--- config.mk ---
export PLATFORM = sky130hd
export DESIGN_NAME = axi2apb_bridge
export DESIGN_NICKNAME = d
export VERILOG_FILES = /design/src/source/axi2apb_pkg.sv /design/src/source/axi2apb_bridge.sv /design/src/source/apb_xfer_fsm.sv /design/src/source/axi_chan_fifo.sv
export SDC_FILE = /design/constraint.sdc
export NUM_CORES = 1
export LEC_CHECK = 0
export ABC_AREA = 1
export BUFFER_PORTS_ARGS = -buffer_cell sky130_fd_sc_hd__clkbuf_2
export CORE_MARGIN = 2
export CORE_UTILIZATION = 50
export CTS_BUF_LIST = sky130_fd_sc_hd__clkbuf_8
export DETAILED_ROUTE_END_ITERATION = 10
export PLACE_DENSITY = 0.68
export SETUP_SLACK_MARGIN = 0.4
export SYNTH_ARGS = -nofsm -noshare
export SYNTH_HDL_FRONTEND = slang
export SYNTH_HIERARCHICAL = 1
export SYNTH_SLANG_ARGS = --single-unit
--- constraint.sdc ---
create_clock -name ACLK -period 5.4 [get_ports ACLK]
set_clock_uncertainty 0.05 [all_clocks]
set_input_delay 1.35 -clock ACLK [delete_from_list [all_inputs] [get_ports ACLK]]
set_output_delay 1.35 -clock ACLK [all_outputs]
set_load 0.05 [all_outputs]
--- src/source/axi2apb_pkg.sv ---
package axi2apb_pkg;

    // ------------------------------------------------------------------------
    // Bus widths
    // ------------------------------------------------------------------------
    localparam int unsigned AXI_ADDR_W = 32;
    localparam int unsigned APB_ADDR_W = 12;  // Low part of the AXI address
    localparam int unsigned AXI_ID_W   = 4;
    localparam int unsigned AXI_DATA_W = 64;
    localparam int unsigned APB_DATA_W = 32;
    localparam int unsigned AXI_STRB_W = AXI_DATA_W / 8;
    localparam int unsigned AXI_SIZE_W = 3;
    localparam int unsigned AXI_RESP_W = 2;

    typedef logic [AXI_ADDR_W-1:0] axi_addr_t;
    typedef logic [APB_ADDR_W-1:0] apb_addr_t;
    typedef logic [AXI_ID_W-1:0]   axi_id_t;
    typedef logic [AXI_DATA_W-1:0] axi_data_t;
    typedef logic [APB_DATA_W-1:0] apb_data_t;
    typedef logic [AXI_STRB_W-1:0] axi_strb_t;
    typedef logic [AXI_SIZE_W-1:0] axi_size_t;

    // AXI response codes, the bridge only returns OKAY and SLVERR
    typedef enum logic [AXI_RESP_W-1:0] {
        OKAY   = 2'b00,
        EXOKAY = 2'b01,
        SLVERR = 2'b10,
        DECERR = 2'b11
    } axi_resp_e;

    // ------------------------------------------------------------------------
    // Bridge constants
    // ------------------------------------------------------------------------
    localparam int unsigned FIFO_DEPTH     = 4;     // Entries per channel queue
    localparam axi_size_t   SIZE_DWORD     = 3'd3;  // 8-byte transfer
    localparam int unsigned APB_WORD_BYTES = 4;     // Offset of the upper half

    // Queue entry layouts, most significant field first
    // AW / AR : {id, addr, size}
    // W       : {data, strb}
    // B       : {id, resp}
    // R       : {id, data, resp}
    localparam int unsigned AW_ENTRY_W = AXI_ID_W + AXI_ADDR_W + AXI_SIZE_W;
    localparam int unsigned W_ENTRY_W  = AXI_DATA_W + AXI_STRB_W;
    localparam int unsigned B_ENTRY_W  = AXI_ID_W + AXI_RESP_W;
    localparam int unsigned R_ENTRY_W  = AXI_ID_W + AXI_DATA_W + AXI_RESP_W;

endpackage
--- src/source/axi2apb_bridge.sv ---
`timescale 1ns/10ps

module axi2apb_bridge (
    input  logic                   ACLK,
    input  logic                   ARESETn,
    // AW channel
    input  logic                   awvalid_i,
    input  axi2apb_pkg::axi_id_t   awid_i,
    input  axi2apb_pkg::axi_addr_t awaddr_i,
    input  axi2apb_pkg::axi_size_t awsize_i,
    output logic                   awready_o,
    // W channel
    input  logic                   wvalid_i,
    input  axi2apb_pkg::axi_data_t wdata_i,
    input  axi2apb_pkg::axi_strb_t wstrb_i,
    output logic                   wready_o,
    // AR channel
    input  logic                   arvalid_i,
    input  axi2apb_pkg::axi_id_t   arid_i,
    input  axi2apb_pkg::axi_addr_t araddr_i,
    input  axi2apb_pkg::axi_size_t arsize_i,
    output logic                   arready_o,
    // B channel
    input  logic                   bready_i,
    output logic                   bvalid_o,
    output axi2apb_pkg::axi_id_t   bid_o,
    output axi2apb_pkg::axi_resp_e bresp_o,
    // R channel
    input  logic                   rready_i,
    output logic                   rvalid_o,
    output axi2apb_pkg::axi_id_t   rid_o,
    output axi2apb_pkg::axi_data_t rdata_o,
    output axi2apb_pkg::axi_resp_e rresp_o,
    // APB
    output logic                   psel_o,
    output logic                   penable_o,
    output logic                   pwrite_o,
    output axi2apb_pkg::apb_addr_t paddr_o,
    output axi2apb_pkg::apb_data_t pwdata_o,
    input  axi2apb_pkg::apb_data_t prdata_i,
    input  logic                   pready_i,
    input  logic                   pslverr_i
);

    import axi2apb_pkg::*;

    // Queue heads towards the FSM
    logic                  aw_q_valid, aw_q_pop;
    logic [AW_ENTRY_W-1:0] aw_q_data;
    axi_id_t               aw_q_id;
    axi_addr_t             aw_q_addr;
    axi_size_t             aw_q_size;

    logic                  w_q_valid, w_q_pop;
    logic [W_ENTRY_W-1:0]  w_q_data;
    axi_data_t             w_q_wdata;
    axi_strb_t             w_q_strb;

    logic                  ar_q_valid, ar_q_pop;
    logic [AW_ENTRY_W-1:0] ar_q_data;   // Same layout as AW
    axi_id_t               ar_q_id;
    axi_addr_t             ar_q_addr;
    axi_size_t             ar_q_size;

    // Responses from the FSM
    logic                  b_push, b_room;
    axi_id_t               b_id;
    axi_resp_e             b_resp;
    logic [B_ENTRY_W-1:0]  b_out;

    logic                  r_push, r_room;
    axi_id_t               r_id;
    axi_data_t             r_data;
    axi_resp_e             r_resp;
    logic [R_ENTRY_W-1:0]  r_out;

    // ------------------------------------------------------------------------
    // Request queues
    // ------------------------------------------------------------------------
    axi_chan_fifo #(.WIDTH(AW_ENTRY_W), .DEPTH(FIFO_DEPTH)) u_aw_fifo (
        .ACLK, .ARESETn,
        .push_valid_i (awvalid_i),
        .push_data_i  ({awid_i, awaddr_i, awsize_i}),
        .push_ready_o (awready_o),
        .pop_valid_o  (aw_q_valid),
        .pop_data_o   (aw_q_data),
        .pop_ready_i  (aw_q_pop)
    );

    axi_chan_fifo #(.WIDTH(W_ENTRY_W), .DEPTH(FIFO_DEPTH)) u_w_fifo (
        .ACLK, .ARESETn,
        .push_valid_i (wvalid_i),
        .push_data_i  ({wdata_i, wstrb_i}),
        .push_ready_o (wready_o),
        .pop_valid_o  (w_q_valid),
        .pop_data_o   (w_q_data),
        .pop_ready_i  (w_q_pop)
    );

    axi_chan_fifo #(.WIDTH(AW_ENTRY_W), .DEPTH(FIFO_DEPTH)) u_ar_fifo (
        .ACLK, .ARESETn,
        .push_valid_i (arvalid_i),
        .push_data_i  ({arid_i, araddr_i, arsize_i}),
        .push_ready_o (arready_o),
        .pop_valid_o  (ar_q_valid),
        .pop_data_o   (ar_q_data),
        .pop_ready_i  (ar_q_pop)
    );

    assign {aw_q_id, aw_q_addr, aw_q_size} = aw_q_data;
    assign {w_q_wdata, w_q_strb}           = w_q_data;
    assign {ar_q_id, ar_q_addr, ar_q_size} = ar_q_data;

    // ------------------------------------------------------------------------
    // Response queues
    // ------------------------------------------------------------------------
    axi_chan_fifo #(.WIDTH(B_ENTRY_W), .DEPTH(FIFO_DEPTH)) u_b_fifo (
        .ACLK, .ARESETn,
        .push_valid_i (b_push),
        .push_data_i  ({b_id, b_resp}),
        .push_ready_o (b_room),
        .pop_valid_o  (bvalid_o),
        .pop_data_o   (b_out),
        .pop_ready_i  (bready_i)
    );

    axi_chan_fifo #(.WIDTH(R_ENTRY_W), .DEPTH(FIFO_DEPTH)) u_r_fifo (
        .ACLK, .ARESETn,
        .push_valid_i (r_push),
        .push_data_i  ({r_id, r_data, r_resp}),
        .push_ready_o (r_room),
        .pop_valid_o  (rvalid_o),
        .pop_data_o   (r_out),
        .pop_ready_i  (rready_i)
    );

    assign bid_o   = b_out[B_ENTRY_W-1 -: AXI_ID_W];
    assign bresp_o = axi_resp_e'(b_out[AXI_RESP_W-1:0]);
    assign rid_o   = r_out[R_ENTRY_W-1 -: AXI_ID_W];
    assign rdata_o = r_out[AXI_RESP_W +: AXI_DATA_W];
    assign rresp_o = axi_resp_e'(r_out[AXI_RESP_W-1:0]);

    // APB sequencing
    apb_xfer_fsm u_xfer_fsm (
        .ACLK, .ARESETn,
        .aw_valid_i (aw_q_valid), .aw_id_i (aw_q_id), .aw_addr_i (aw_q_addr),
        .aw_size_i  (aw_q_size),  .aw_pop_o (aw_q_pop),
        .w_valid_i  (w_q_valid),  .w_data_i (w_q_wdata), .w_strb_i (w_q_strb),
        .w_pop_o    (w_q_pop),
        .ar_valid_i (ar_q_valid), .ar_id_i (ar_q_id), .ar_addr_i (ar_q_addr),
        .ar_size_i  (ar_q_size),  .ar_pop_o (ar_q_pop),
        .b_ready_i  (b_room), .b_push_o (b_push), .b_id_o (b_id), .b_resp_o (b_resp),
        .r_ready_i  (r_room), .r_push_o (r_push), .r_id_o (r_id),
        .r_data_o   (r_data), .r_resp_o (r_resp),
        .psel_o, .penable_o, .pwrite_o, .paddr_o, .pwdata_o,
        .prdata_i, .pready_i, .pslverr_i
    );

endmodule

--- src/source/apb_xfer_fsm.sv ---
`timescale 1ns/10ps

module apb_xfer_fsm (
    input  logic                   ACLK,
    input  logic                   ARESETn,
    // Write address queue head
    input  logic                   aw_valid_i,
    input  axi2apb_pkg::axi_id_t   aw_id_i,
    input  axi2apb_pkg::axi_addr_t aw_addr_i,
    input  axi2apb_pkg::axi_size_t aw_size_i,
    output logic                   aw_pop_o,
    // Write data queue head
    input  logic                   w_valid_i,
    input  axi2apb_pkg::axi_data_t w_data_i,
    input  axi2apb_pkg::axi_strb_t w_strb_i,
    output logic                   w_pop_o,
    // Read address queue head
    input  logic                   ar_valid_i,
    input  axi2apb_pkg::axi_id_t   ar_id_i,
    input  axi2apb_pkg::axi_addr_t ar_addr_i,
    input  axi2apb_pkg::axi_size_t ar_size_i,
    output logic                   ar_pop_o,
    // Write response queue
    input  logic                   b_ready_i,
    output logic                   b_push_o,
    output axi2apb_pkg::axi_id_t   b_id_o,
    output axi2apb_pkg::axi_resp_e b_resp_o,
    // Read response queue
    input  logic                   r_ready_i,
    output logic                   r_push_o,
    output axi2apb_pkg::axi_id_t   r_id_o,
    output axi2apb_pkg::axi_data_t r_data_o,
    output axi2apb_pkg::axi_resp_e r_resp_o,
    // APB requester
    output logic                   psel_o,
    output logic                   penable_o,
    output logic                   pwrite_o,
    output axi2apb_pkg::apb_addr_t paddr_o,
    output axi2apb_pkg::apb_data_t pwdata_o,
    input  axi2apb_pkg::apb_data_t prdata_i,
    input  logic                   pready_i,
    input  logic                   pslverr_i
);

    import axi2apb_pkg::*;

    typedef enum logic [2:0] {
        IDLE,
        RD_SETUP,
        RD_ACCESS,
        WR_SETUP,
        WR_ACCESS,
        RESP
    } xfer_state_e;

    xfer_state_e state_q;
    xfer_state_e state_d;
    logic        rd_xfer_q;    // Transaction in progress is a read
    logic        half_q;       // Selects the upper 32-bit half
    logic        more_q;       // Upper half still pending after this access
    logic        err_q;        // Sticky PSLVERR over the transaction
    apb_data_t   rdata_lo_q;
    apb_data_t   rdata_hi_q;

    logic        rd_go;
    logic        wr_go;
    logic        rd_dword;
    logic        wr_dword;
    logic        wr_lo_act;
    logic        wr_hi_act;
    logic        apb_done;
    axi_addr_t   base_addr;

    // ------------------------------------------------------------------------
    // Request selection, reads win over writes
    // ------------------------------------------------------------------------
    assign rd_go = ar_valid_i & r_ready_i;
    assign wr_go = ~rd_go & aw_valid_i & w_valid_i & b_ready_i;

    assign rd_dword = (ar_size_i == SIZE_DWORD);
    assign wr_dword = (aw_size_i == SIZE_DWORD);

    // A half takes part when the size or address selects it and a strobe is set
    assign wr_lo_act = (wr_dword | ~aw_addr_i[2]) & (|w_strb_i[3:0]);
    assign wr_hi_act = (wr_dword | aw_addr_i[2]) & (|w_strb_i[7:4]);

    assign apb_done = penable_o & pready_i;

    always_comb begin
        state_d = state_q;
        case (state_q)
            IDLE: begin
                if (rd_go) begin
                    state_d = RD_SETUP;
                end else if (wr_go) begin
                    state_d = (wr_lo_act | wr_hi_act) ? WR_SETUP : RESP;
                end
            end
            RD_SETUP:  state_d = RD_ACCESS;
            RD_ACCESS: begin
                if (pready_i) begin
                    state_d = more_q ? RD_SETUP : RESP;
                end
            end
            WR_SETUP:  state_d = WR_ACCESS;
            WR_ACCESS: begin
                if (pready_i) begin
                    state_d = more_q ? WR_SETUP : RESP;
                end
            end
            RESP:      state_d = IDLE;   // Response pushed, request popped
            default:   state_d = IDLE;
        endcase
    end

    // ------------------------------------------------------------------------
    // Control registers
    // ------------------------------------------------------------------------
    always_ff @(posedge ACLK, negedge ARESETn) begin
        if (!ARESETn) begin
            state_q   <= IDLE;
            rd_xfer_q <= 1'b0;
            half_q    <= 1'b0;
            more_q    <= 1'b0;
            err_q     <= 1'b0;
        end else begin
            state_q <= state_d;
            if (state_q == IDLE) begin
                err_q <= 1'b0;
                if (rd_go) begin
                    rd_xfer_q <= 1'b1;
                    half_q    <= rd_dword ? 1'b0 : ar_addr_i[2];
                    more_q    <= rd_dword;   // 64-bit reads take both halves
                end else if (wr_go) begin
                    rd_xfer_q <= 1'b0;
                    half_q    <= ~wr_lo_act;
                    more_q    <= wr_lo_act & wr_hi_act;
                end
            end else if (apb_done) begin
                err_q <= err_q | pslverr_i;
                if (more_q) begin
                    half_q <= 1'b1;          // Low word done, go on with the high word
                    more_q <= 1'b0;
                end
            end
        end
    end

    // Read data, halves not accessed stay zero
    always_ff @(posedge ACLK) begin
        if ((state_q == IDLE) && rd_go) begin
            rdata_lo_q <= '0;
            rdata_hi_q <= '0;
        end else if (apb_done && rd_xfer_q) begin
            if (half_q) begin
                rdata_hi_q <= prdata_i;
            end else begin
                rdata_lo_q <= prdata_i;
            end
        end
    end

    // ------------------------------------------------------------------------
    // APB outputs
    // ------------------------------------------------------------------------
    assign base_addr = rd_xfer_q ? ar_addr_i : aw_addr_i;

    assign psel_o    = (state_q == RD_SETUP) || (state_q == RD_ACCESS) ||
                       (state_q == WR_SETUP) || (state_q == WR_ACCESS);
    assign penable_o = (state_q == RD_ACCESS) || (state_q == WR_ACCESS);
    assign pwrite_o  = (state_q == WR_SETUP) || (state_q == WR_ACCESS);
    assign paddr_o   = {base_addr[APB_ADDR_W-1:3], 3'b000} +
                       (half_q ? apb_addr_t'(APB_WORD_BYTES) : '0);
    assign pwdata_o  = half_q ? w_data_i[63:32] : w_data_i[31:0];

    // Responses, room was checked before leaving IDLE
    assign b_push_o = (state_q == RESP) & ~rd_xfer_q;
    assign b_id_o   = aw_id_i;
    assign b_resp_o = err_q ? SLVERR : OKAY;
    assign r_push_o = (state_q == RESP) & rd_xfer_q;
    assign r_id_o   = ar_id_i;
    assign r_data_o = {rdata_hi_q, rdata_lo_q};
    assign r_resp_o = err_q ? SLVERR : OKAY;

    assign ar_pop_o = r_push_o;
    assign aw_pop_o = b_push_o;
    assign w_pop_o  = b_push_o;

    a_penable_in_sel: assert property (@(posedge ACLK) disable iff (!ARESETn)
        penable_o |-> psel_o);

    // Address and direction hold from setup until the completing cycle
    a_paddr_stable: assert property (@(posedge ACLK) disable iff (!ARESETn)
        psel_o && !apb_done |=> $stable(paddr_o) && $stable(pwrite_o));

endmodule

--- src/source/axi_chan_fifo.sv ---
`timescale 1ns/10ps

module axi_chan_fifo #(
    parameter int unsigned WIDTH = 8,
    parameter int unsigned DEPTH = 4
) (
    input  logic             ACLK,
    input  logic             ARESETn,
    // Push side
    input  logic             push_valid_i,
    input  logic [WIDTH-1:0] push_data_i,
    output logic             push_ready_o,
    // Pop side
    output logic             pop_valid_o,
    output logic [WIDTH-1:0] pop_data_o,
    input  logic             pop_ready_i
);

    localparam int unsigned PTR_W = (DEPTH > 1) ? $clog2(DEPTH) : 1;
    localparam int unsigned CNT_W = $clog2(DEPTH + 1);

    logic [WIDTH-1:0] mem [DEPTH];
    logic [PTR_W-1:0] wr_ptr_q;
    logic [PTR_W-1:0] rd_ptr_q;
    logic [CNT_W-1:0] count_q;   // Occupancy
    logic             push;
    logic             pop;

    assign push_ready_o = (count_q != CNT_W'(DEPTH));
    assign pop_valid_o  = (count_q != '0);
    assign pop_data_o   = mem[rd_ptr_q];   // Registered entry, no fall-through

    assign push = push_valid_i & push_ready_o;
    assign pop  = pop_valid_o & pop_ready_i;

    // ------------------------------------------------------------------------
    // Pointers and occupancy
    // ------------------------------------------------------------------------
    always_ff @(posedge ACLK, negedge ARESETn) begin
        if (!ARESETn) begin
            wr_ptr_q <= '0;
            rd_ptr_q <= '0;
            count_q  <= '0;
        end else begin
            if (push) begin
                if (wr_ptr_q == PTR_W'(DEPTH - 1)) begin
                    wr_ptr_q <= '0;   // Wrap around
                end else begin
                    wr_ptr_q <= wr_ptr_q + 1'b1;
                end
            end
            if (pop) begin
                if (rd_ptr_q == PTR_W'(DEPTH - 1)) begin
                    rd_ptr_q <= '0;
                end else begin
                    rd_ptr_q <= rd_ptr_q + 1'b1;
                end
            end
            count_q <= count_q + CNT_W'(push) - CNT_W'(pop);
        end
    end

    // Storage
    always_ff @(posedge ACLK) begin
        if (push) begin
            mem[wr_ptr_q] <= push_data_i;
        end
    end

    a_count_bound: assert property (@(posedge ACLK) disable iff (!ARESETn)
        count_q <= CNT_W'(DEPTH));

    // A stalled head entry must not change under the consumer
    a_head_stable: assert property (@(posedge ACLK) disable iff (!ARESETn)
        pop_valid_o && !pop_ready_i |=> $stable(pop_data_o));

endmodule

==> results of run 1 <==
## worst min-delay path by stage
| stage | start | slack [ns] | endpoint |
|---|---|---|---|
| after detailed placement | u_xfer_fsm/rdata_hi_q[7] | 0.43 | u_r_fifo/mem[2][41] |
| after floorplan | u_xfer_fsm/rdata_lo_q[8] | 0.41 | u_r_fifo/mem[0][10] |
| final | u_xfer_fsm/rdata_hi_q[7] | 0.43 | u_r_fifo/mem[0][41] |
| after global placement | u_xfer_fsm/rdata_lo_q[1] | 0.43 | u_r_fifo/mem[2][3] |
| after CTS | u_xfer_fsm/rdata_hi_q[7] | 0.43 | u_r_fifo/mem[0][41] |
| after global routing | u_xfer_fsm/rdata_lo_q[12] | 0.45 | u_r_fifo/mem[2][14] |
## sequential cells by signal (all words and copies together), names as in the netlist, 24 cells and up
| signal | flops |
|---|---|
| u_b_fifo/mem | 24 |
| u_ar_fifo/mem | 68 |
| u_w_fifo/mem | 288 |
| u_r_fifo/mem | 280 |
| u_aw_fifo/mem | 68 |
| u_xfer_fsm/rdata_lo_q | 32 |
| u_xfer_fsm/rdata_hi_q | 32 |
## power by group
group          total [mW]  switching [mW]  internal (mW)
clock network        5.13            2.43           2.70
logic                9.01            6.72           2.29
registers            9.29           0.854           8.43
total                23.4            10.0           13.4
## routing by layer
| layer | vias up | global-route usage (%) | wire length (µm) |
|---|---|---|---|
| li1 | 10800 | - | - |
| met1 | 10200 | 23.2 | 28800 |
| met2 | 489 | 34.5 | 36100 |
| met3 | 148 | 5.25 | 4420 |
| met4 | 14 | 8.41 | 2180 |
| met5 | - | 0 | 99 |
## area by class of cell
cell class / instances / area (µm²)
fill: 5781 / 30200
antenna: 9 / 22.5
timing repair buffer: 316 / 1830
multi-input combinational: 1544 / 8050
inverter: 513 / 1930
sequential: 834 / 24200
clock inverter: 96 / 537
clock buffer: 149 / 2050
tap: 940 / 1180
## through the flow
stage               instances  utilization [%]  instance area, µm²  hold slack, ns  power (mW)
floorplan                3080                -               35400           0.410        16.5
global placement         4147             53.1               37200           0.428        18.4
detailed placement       4147             53.1               37200           0.432        18.6
CTS                      4392             56.8               39800           0.434        23.7
global route             4400             56.8               39800           0.449        24.9
finish                   4401             56.8               39800           0.431        23.4
## worst reg2reg max path: cells and delay by family (launching register included)
| family | cells | cell delay (ns) |
|---|---|---|
| buffers and inverters | 2 | 0.82 |
| DFF | 1 | 0.78 |
| and+or+nand+nor | 3 | 1.67 |
==> flow_summary.toml, run 1 <==
[run_status]
status = "complete, no violations"

[sta]
finalCritPeriodShare_pct = 80.5
worst_slack_ns = 1.05
slew_headroom_pct = 23.4
tightest_slew_ns = 1.15
fin_crit_ns = 4.35
finalSetupTns_ns = 0
final_hold_viol_count = 0
fmax_ghz = 0.230
setup_viol = 0
slew_violations = 0
rsz0062_at_grt = "no"

[cts]
insertion_delay_ns = 0.78
cts_tree = "built"
ctsResizeCount = 0
cts_made_buffers = 137
htreeDepth = 4
cts_setup_buffers = 0
root_buffer = "clkbuf_8"
cts_sinks = 834
clkSlewWorstSetupHoldPaths_ns = 0.06
clk_path_buf_depth = 3
hold_buffers = 0

[min_path]
hold_depth = 0
hold_class = "flop to flop"

[critical_path]
path_class = "flop to primary output"
worstPathRequired_ns = 4.00
cpMostUsedCell = "nand2_1"
setup.worst_path.end = "pwdata_o[16]"
rr_worst_depth = 5
cp.buffers_inverters = 2
cp_data_arrival_time_ns = 2.95
critical_path.top_delay_family = "flip-flops"
crit_chain = "buf_4, o211ai_1, nand2_1, nand2_1, nand2_1, clkbuf_2"
critPathLaunch = "u_w_fifo/rd_ptr_q[0]"
r2r_slack_ns = 1.79
cp_max_fo = 79
end_kind = "primary output"
slowest_delay_ns = 1.02
r2r_end = "u_r_fifo/mem[3][61]"
cp_slowest_cell = "dfrtp_4"
critical_path_cell_count = 6
rr_startpoint = "u_xfer_fsm/rd_xfer_q"
cp-start-kind = "flop"

[drt]
routed_via_density = 4.90
vias = 21600
totalWireLength_um = 71600
routedWlPerCell_um = 16.3
drc = 0
ant_nets = 0
drtIter0Drc = 1113
firstDrtPassIters = 5

[cells_and_area]
mostFrequentLayoutCell = "nand2_1"
mostFrequentLayoutCells = "nand2_1, edfxtp_1, inv_1"
layout-drive-gt1-share_pct = 17.0
area_delta_synth_final_pct = 12.5
nets = 3577

[floorplanning]
dieArea_um2 = 72900
die_x_um = 270
rows = 97
core_area_um2 = 70000
start_util_pct = 50.5
die_y_um = 270
num_io_pins = 319

[power]
vdd_ir_drop_max_v = 0.000374
p_per_area_nw_per_um2 = 589
p_leak_nw = 16.9

[global_route]
grt_pass1_wl_um = 112000
grt_usage_pct = 19.8
antenna_found_initial = 15
gr-total-overflow = 0
grt_pass1_vias = 20900
grt_max_degree = 97

[placement]
pre_cts_slack_ns = 1.75
io_buffers = 272
dp_hpwl_um = 44000
place.gp.congestion = 0.782

[synth]
syn_area_um2 = 35400
synth_cells = 3077
synth-warning-count = 6
syn_area_per_cell_um2 = 11.5

[job]
max-cap-violations = 0
(Power assumes the default switching activity.)
==> run 2, diff against run 1 <==
==> constraint.sdc (replaced) <==
create_clock -name ACLK -period 4.3 [get_ports ACLK]
set_clock_uncertainty 0.05 [all_clocks]
set_input_delay 1.075 -clock ACLK [delete_from_list [all_inputs] [get_ports ACLK]]
set_output_delay 1.075 -clock ACLK [all_outputs]
set_load 0.05 [all_outputs]
==> run 2 against run 1 <==
  * Die area stayed put
  * Non-clock buffer count up 17
  * Clock-buffer cell count unchanged
  * Sequential power is 25% higher
  * First-iteration DRC count is 26% higher
  * Utilization increased by 0.36 points
  * Worst hold slack worse by 0.14 ns
  * Final cell count is 0.41% higher
  * Power is 27% higher
==> flow_summary.toml, run 2 (same netlist as run 1, synthesis figures left out) <==
[power]
p_per_area_nw_per_um2 = 741
switchingPower_mw = 12.8
p_leak_nw = 17.0
p_sw_share_pct = 43.0
vdd_ir_drop_max_v = 0.000529
power_mw = 29.7
p_int_mw = 16.9
pwr-share-clk_pct = 21.5
comb_power_share_pct = 39.4
seqPwrFrac_pct = 39.0

[global_route]
grt_pass1_wl_um = 113000
busiest_layer = "met2"
grt.met1_usage_pct = 24.1
grt_max_degree = 86
grt_pass1_vias = 20800
antenna_found_initial = 18
gr-total-overflow = 0
grt_usage_pct = 20.1
grt_use_met2_pct = 34.1
met3_usage_pct = 5.12

[drt]
totalWireLength_um = 72900
firstDrtPassIters = 5
routedWlPerCell_um = 16.5
drc = 0
vias = 21700
ant_nets = 0
drtIter0Drc = 1399
routed_via_density = 4.91

[critical_path]
cp_slowest_cell = "dfrtp_4"
cp-start-kind = "flop"
r2r_slack_ns = 1.43
cp_max_fo = 36
slowest_delay_ns = 0.60
end_kind = "primary output"
cpMostUsedCell = "nand2_1"
r2r_end = "u_r_fifo/mem[0][29]"
cp.buffers_inverters = 3
worstPathRequired_ns = 3.17
critical_path.top_delay_family = "buffers and inverters"
rr_worst_depth = 5
rr_startpoint = "u_xfer_fsm/rd_xfer_q"
cp_data_arrival_time_ns = 2.61
crit_chain = "clkinv_2, buf_16, o211ai_1, nand2_1, nand2_1, nand2_1, clkbuf_2"
path_class = "flop to primary output"

[placement]
dp_hpwl_um = 44900
dpl_cell_area_um2 = 37400
place.gp.congestion = 0.785
io_buffers = 272

[sta]
fin_crit_ns = 3.74
holdWs_ns = 0.289
finalSetupTns_ns = 0
rsz0062_at_grt = "no"
setup_viol = 0
finalCritPeriodShare_pct = 86.9
slew_violations = 0
fmax_ghz = 0.268
final_hold_viol_count = 0
slew_headroom_pct = 38.7
tightest_slew_ns = 0.918

[cells_and_area]
nets = 3595
largest_register_ffs = 288
regMostFlops = "u_w_fifo/mem"
largestRegisters = "u_w_fifo/mem x288, u_r_fifo/mem x280"
layout-drive-gt1-share_pct = 17.2
final_core_util_pct = 57.2
mostFrequentLayoutCells = "nand2_1, edfxtp_1, inv_1"
area_delta_synth_final_pct = 13.2
stdcell_area_um2 = 40100
mostFrequentLayoutCell = "nand2_1"

[floorplanning]
core_area_um2 = 70000
num_io_pins = 319
die_y_um = 270
dieArea_um2 = 72900
die_x_um = 270
rows = 97
start_util_pct = 50.5

[run_status]
status = "complete, no violations"

[cts]
cts_sinks = 834
hold_buffers = 0
root_buffer = "clkbuf_8"
htreeDepth = 4
clkSlewWorstSetupHoldPaths_ns = 0.06
cts_tree = "built"
insertion_delay_ns = 0.77
clk_path_buf_depth = 3
cts_made_buffers = 138

[min_path]
hold_class = "primary input to asynchronous set/reset pin"

[job]
max-cap-violations = 0
-- run 2: cell types whose count changed in the layout (fill, tap and decap cells not counted), moves of 4 or more --
cell and change:
buf_12 +8, buf_4 +5, clkinvlp_4 -5, inv_1 +5, nor2_1 +4, nor2_2 -4
-- run 2: repair_timing --
action	4_1_cts	5_1_grt
cloned	1	0
resized for setup	2	4
buffers inserted	1	1
endpoints found under the setup margin	15	41
-- run 2: worst reg2reg max path, stage by stage (launching register included) --
cell	delay, ns
dfrtp_1	0.34
inv_1	0.23
nor2_1	0.45
nand2_1	0.40
nor2_4	0.74
buf_12	0.31
-- run 2: layout make-up --
class                           instances  area (µm²)
Sequential cell                       834       24200
Fill cell                            5723       30000
Clock inverter                         97         518
Multi-Input combinational cell       1544        8040
Inverter                              513        1930
Tap cell                              940        1180
Antenna cell                            9        22.5
Timing Repair Buffer                  333        2100
Clock buffer                          149        2050
-- run 2: per-stage QoR --
stage	setup slack (ns)	cells
floorplan	-0.519	3080
global placement	1.21	4161
detailed placement	1.21	4161
CTS	0.403	4409
global route	0.422	4416
finish	0.565	4419
-- run 2: metal layers --
metal	vias to the layer above	wire length, µm	share of wire [%]
met1	10200	29500	40
met4	20	2450	3.4
met2	518	36200	50
li1	10800	-	-
met3	179	4650	6.4
met5	-	126	0.17
-- run 2: worst max-delay path by stage --
stage	endpoint	start	slack (ns)	depth (start not counted)
3_5_place_dp	pwdata_o[31]	u_w_fifo/rd_ptr_q[1]	1.21	7
6_report	pwdata_o[31]	u_w_fifo/rd_ptr_q[1]	0.56	7
2_1_floorplan	u_w_fifo/mem[0][0]	wvalid_i	-0.52	2
4_1_cts	rresp_o[1]	u_r_fifo/rd_ptr_q[0]	0.40	4
3_3_place_gp	pwdata_o[26]	u_w_fifo/rd_ptr_q[1]	1.21	7
5_1_grt	pwdata_o[18]	u_w_fifo/rd_ptr_q[0]	0.42	6
-- run 2: power by group through the flow --
| stage | clock, mW | combinational, mW | sequential, mW |
|---|---|---|---|
| 3_3_place_gp | 0 | 11.5 | 11.7 |
| 4_1_cts | 6.58 | 11.8 | 11.6 |
| 2_1_floorplan | 0 | 9.41 | 11.3 |
| 6_report | 6.39 | 11.7 | 11.6 |
| 3_5_place_dp | 0 | 11.6 | 11.8 |
| 5_1_grt | 6.95 | 12.8 | 11.8 |
==> run 3, diff against run 2 <==
--- a/config.mk
+++ b/config.mk
@@ -8,10 +8,9 @@
 export ABC_AREA = 1
 export BUFFER_PORTS_ARGS = -buffer_cell sky130_fd_sc_hd__clkbuf_2
 export CORE_MARGIN = 2
-export CORE_UTILIZATION = 50
+export CORE_UTILIZATION = 45
 export CTS_BUF_LIST = sky130_fd_sc_hd__clkbuf_8
 export DETAILED_ROUTE_END_ITERATION = 10
-export PLACE_DENSITY = 0.68
 export SETUP_SLACK_MARGIN = 0.4
 export SYNTH_ARGS = -nofsm -noshare
 export SYNTH_HDL_FRONTEND = slang
==> run 3 against run 2 <==
  * Fmax is 0.41% higher
  * Worst hold slack improved by 0.12 ns
  * Combinational power barely moved
  * Final cell count grew 2.3%
  * Routed wire length up 7.6%
  * Via count rose by 1.8%
  * First-iteration DRC count decreased by 17%
  * Clock power rose by 0.8%
  * Power rose by 0.73%
  * Sequential power about the same
  * Sequential share of layout area fell by 0.24 points
  * Clock-buffer cell count decreased by 2
  * Critical path type unchanged
  * Critical endpoint is now rdata_o[54]
==> flow_summary.toml, run 3 (same netlist as run 1, synthesis figures left out) <==
[run_status]
status = "complete, no violations"

[cells_and_area]
largestRegisters = "u_w_fifo/mem x288, u_r_fifo/mem x280"
final_core_util_pct = 51.8
layout-drive-gt1-share_pct = 17.2
mostFrequentLayoutCell = "nand2_1"
nets = 3596
area_delta_synth_final_pct = 13.7
mostFrequentLayoutCells = "nand2_1, edfxtp_1, inv_1"
largest_register_ffs = 288
regMostFlops = "u_w_fifo/mem"

[sta]
final_hold_viol_count = 0
setup_viol = 0
rsz0062_at_grt = "no"
tightest_slew_ns = 1.13
finalSetupTns_ns = 0
slew_headroom_pct = 24.7
finalCritPeriodShare_pct = 86.5
fmax_ghz = 0.269
slew_violations = 0
fin_crit_ns = 3.72
holdWs_ns = 0.409

[drt]
drc = 0
routed_via_density = 4.88
ant_nets = 0
drtIter0Drc = 1168
totalWireLength_um = 78500
vias = 22100
firstDrtPassIters = 7
routedWlPerCell_um = 17.4

[critical_path]
cp.buffers_inverters = 3
cp_data_arrival_time_ns = 2.59
r2r_end = "u_r_fifo/count_q[1]"
worstPathRequired_ns = 3.17
critical_path.top_delay_family = "buffers and inverters"
slowest_delay_ns = 0.49
r2r_slack_ns = 1.65
cp-start-kind = "flop"
crit_chain = "inv_2, buf_12, o211ai_1, nand2_1, clkbuf_2"
path_class = "flop to primary output"
cp_slowest_cell = "dfrtp_2"
rr_startpoint = "u_xfer_fsm/rd_xfer_q"
cp_max_fo = 39
end_kind = "primary output"
rr_worst_depth = 10

[cts]
insertion_delay_ns = 0.78
cts_tree = "built"
clkSlewWorstSetupHoldPaths_ns = 0.06
hold_buffers = 0
clk_path_buf_depth = 3
cts_sinks = 834
ctsResizeCount = 0
htreeDepth = 4
root_buffer = "clkbuf_8"
cts_made_buffers = 140

[global_route]
gr-total-overflow = 0
grt_pass1_vias = 22500
grt_usage_pct = 19.5
grt_max_degree = 77
antenna_found_initial = 12
grt_pass1_wl_um = 122000

[floorplanning]
die_x_um = 284
num_io_pins = 319
rows = 102
die_y_um = 284
core_area_um2 = 77600
start_util_pct = 45.6
dieArea_um2 = 80900

[power]
p_leak_nw = 17.1
p_per_area_nw_per_um2 = 744
vdd_ir_drop_max_v = 0.000604
power_mw = 29.9

[placement]
io_buffers = 272
place.gp.congestion = 0.765
dp_hpwl_um = 48900

[min_path]
hold_class = "primary input to asynchronous set/reset pin"

[job]
max-cap-violations = 0
## run 3: cell types whose count changed in the layout (fill, tap and decap cells not counted), sizes merged
| cell | change |
|---|---|
| buf | -2 |
| clkinv | -3 |
| clkbuf | -1 |
| diode | -3 |
| bufinv | +1 |
| inv | +10 |
## run 3: layer usage
metal / global-route usage [%] / part of all wire [%]
met5: 0 / 0.13
met4: 8.11 / 3.1
met3: 4.59 / 5.2
met2: 34.7 / 52
met1: 22.6 / 40
## run 3: power by group
part	internal (mW)	total [mW]	switching, mW	leakage, nW
combinational	3.06	11.9	8.89	7.83
sequential	10.6	11.5	0.922	7.71
clock	3.32	6.44	3.12	1.53
## run 3: worst max path at each step
stage	startpoint	to	slack, ns	depth (start not counted)
6_report	u_r_fifo/rd_ptr_q[1]	rdata_o[54]	0.58	5
5_1_grt	u_r_fifo/rd_ptr_q[1]	rdata_o[54]	0.43	5
4_1_cts	u_w_fifo/rd_ptr_q[0]	pwdata_o[23]	0.40	6
3_5_place_dp	u_w_fifo/rd_ptr_q[0]	pwdata_o[23]	1.03	6
3_3_place_gp	u_w_fifo/rd_ptr_q[0]	pwdata_o[23]	1.05	6
2_1_floorplan	wvalid_i	u_w_fifo/mem[0][0]	-0.52	2
## run 3: cell type report
class / instances / area (µm²)
inverters: 513 / 1930
flip-flops and latches: 834 / 24200
well taps: 1040 / 1300
clock inverters: 105 / 562
fillers: 6747 / 37400
clock buffers: 147 / 2020
multi-input cells: 1544 / 8050
diodes: 6 / 15.0
repair buffers: 332 / 2120
## run 3: timing repair
action,CTS,global route
gates cloned,0,0
setup endpoints to repair,32,13
setup buffers,2,1
## run 3: worst reg2reg max path, delay by kind of cell, from the launching register on
kind	cells	cell delay, ns
adders and majority gates	3	0.96
buffers and inverters	5	0.71
and+or+nand+nor	2	0.46
DFF	1	0.37
## run 3: through the flow
stage / cells / worst slack [ns] / instance area (µm²)
2_1_floorplan: 3080 / -0.519 / 35400
4_1_cts: 4514 / 0.400 / 40200
3_3_place_gp: 4260 / 1.05 / 37600
5_1_grt: 4519 / 0.430 / 40200
6_report: 4521 / 0.580 / 40200
3_5_place_dp: 4260 / 1.03 / 37600
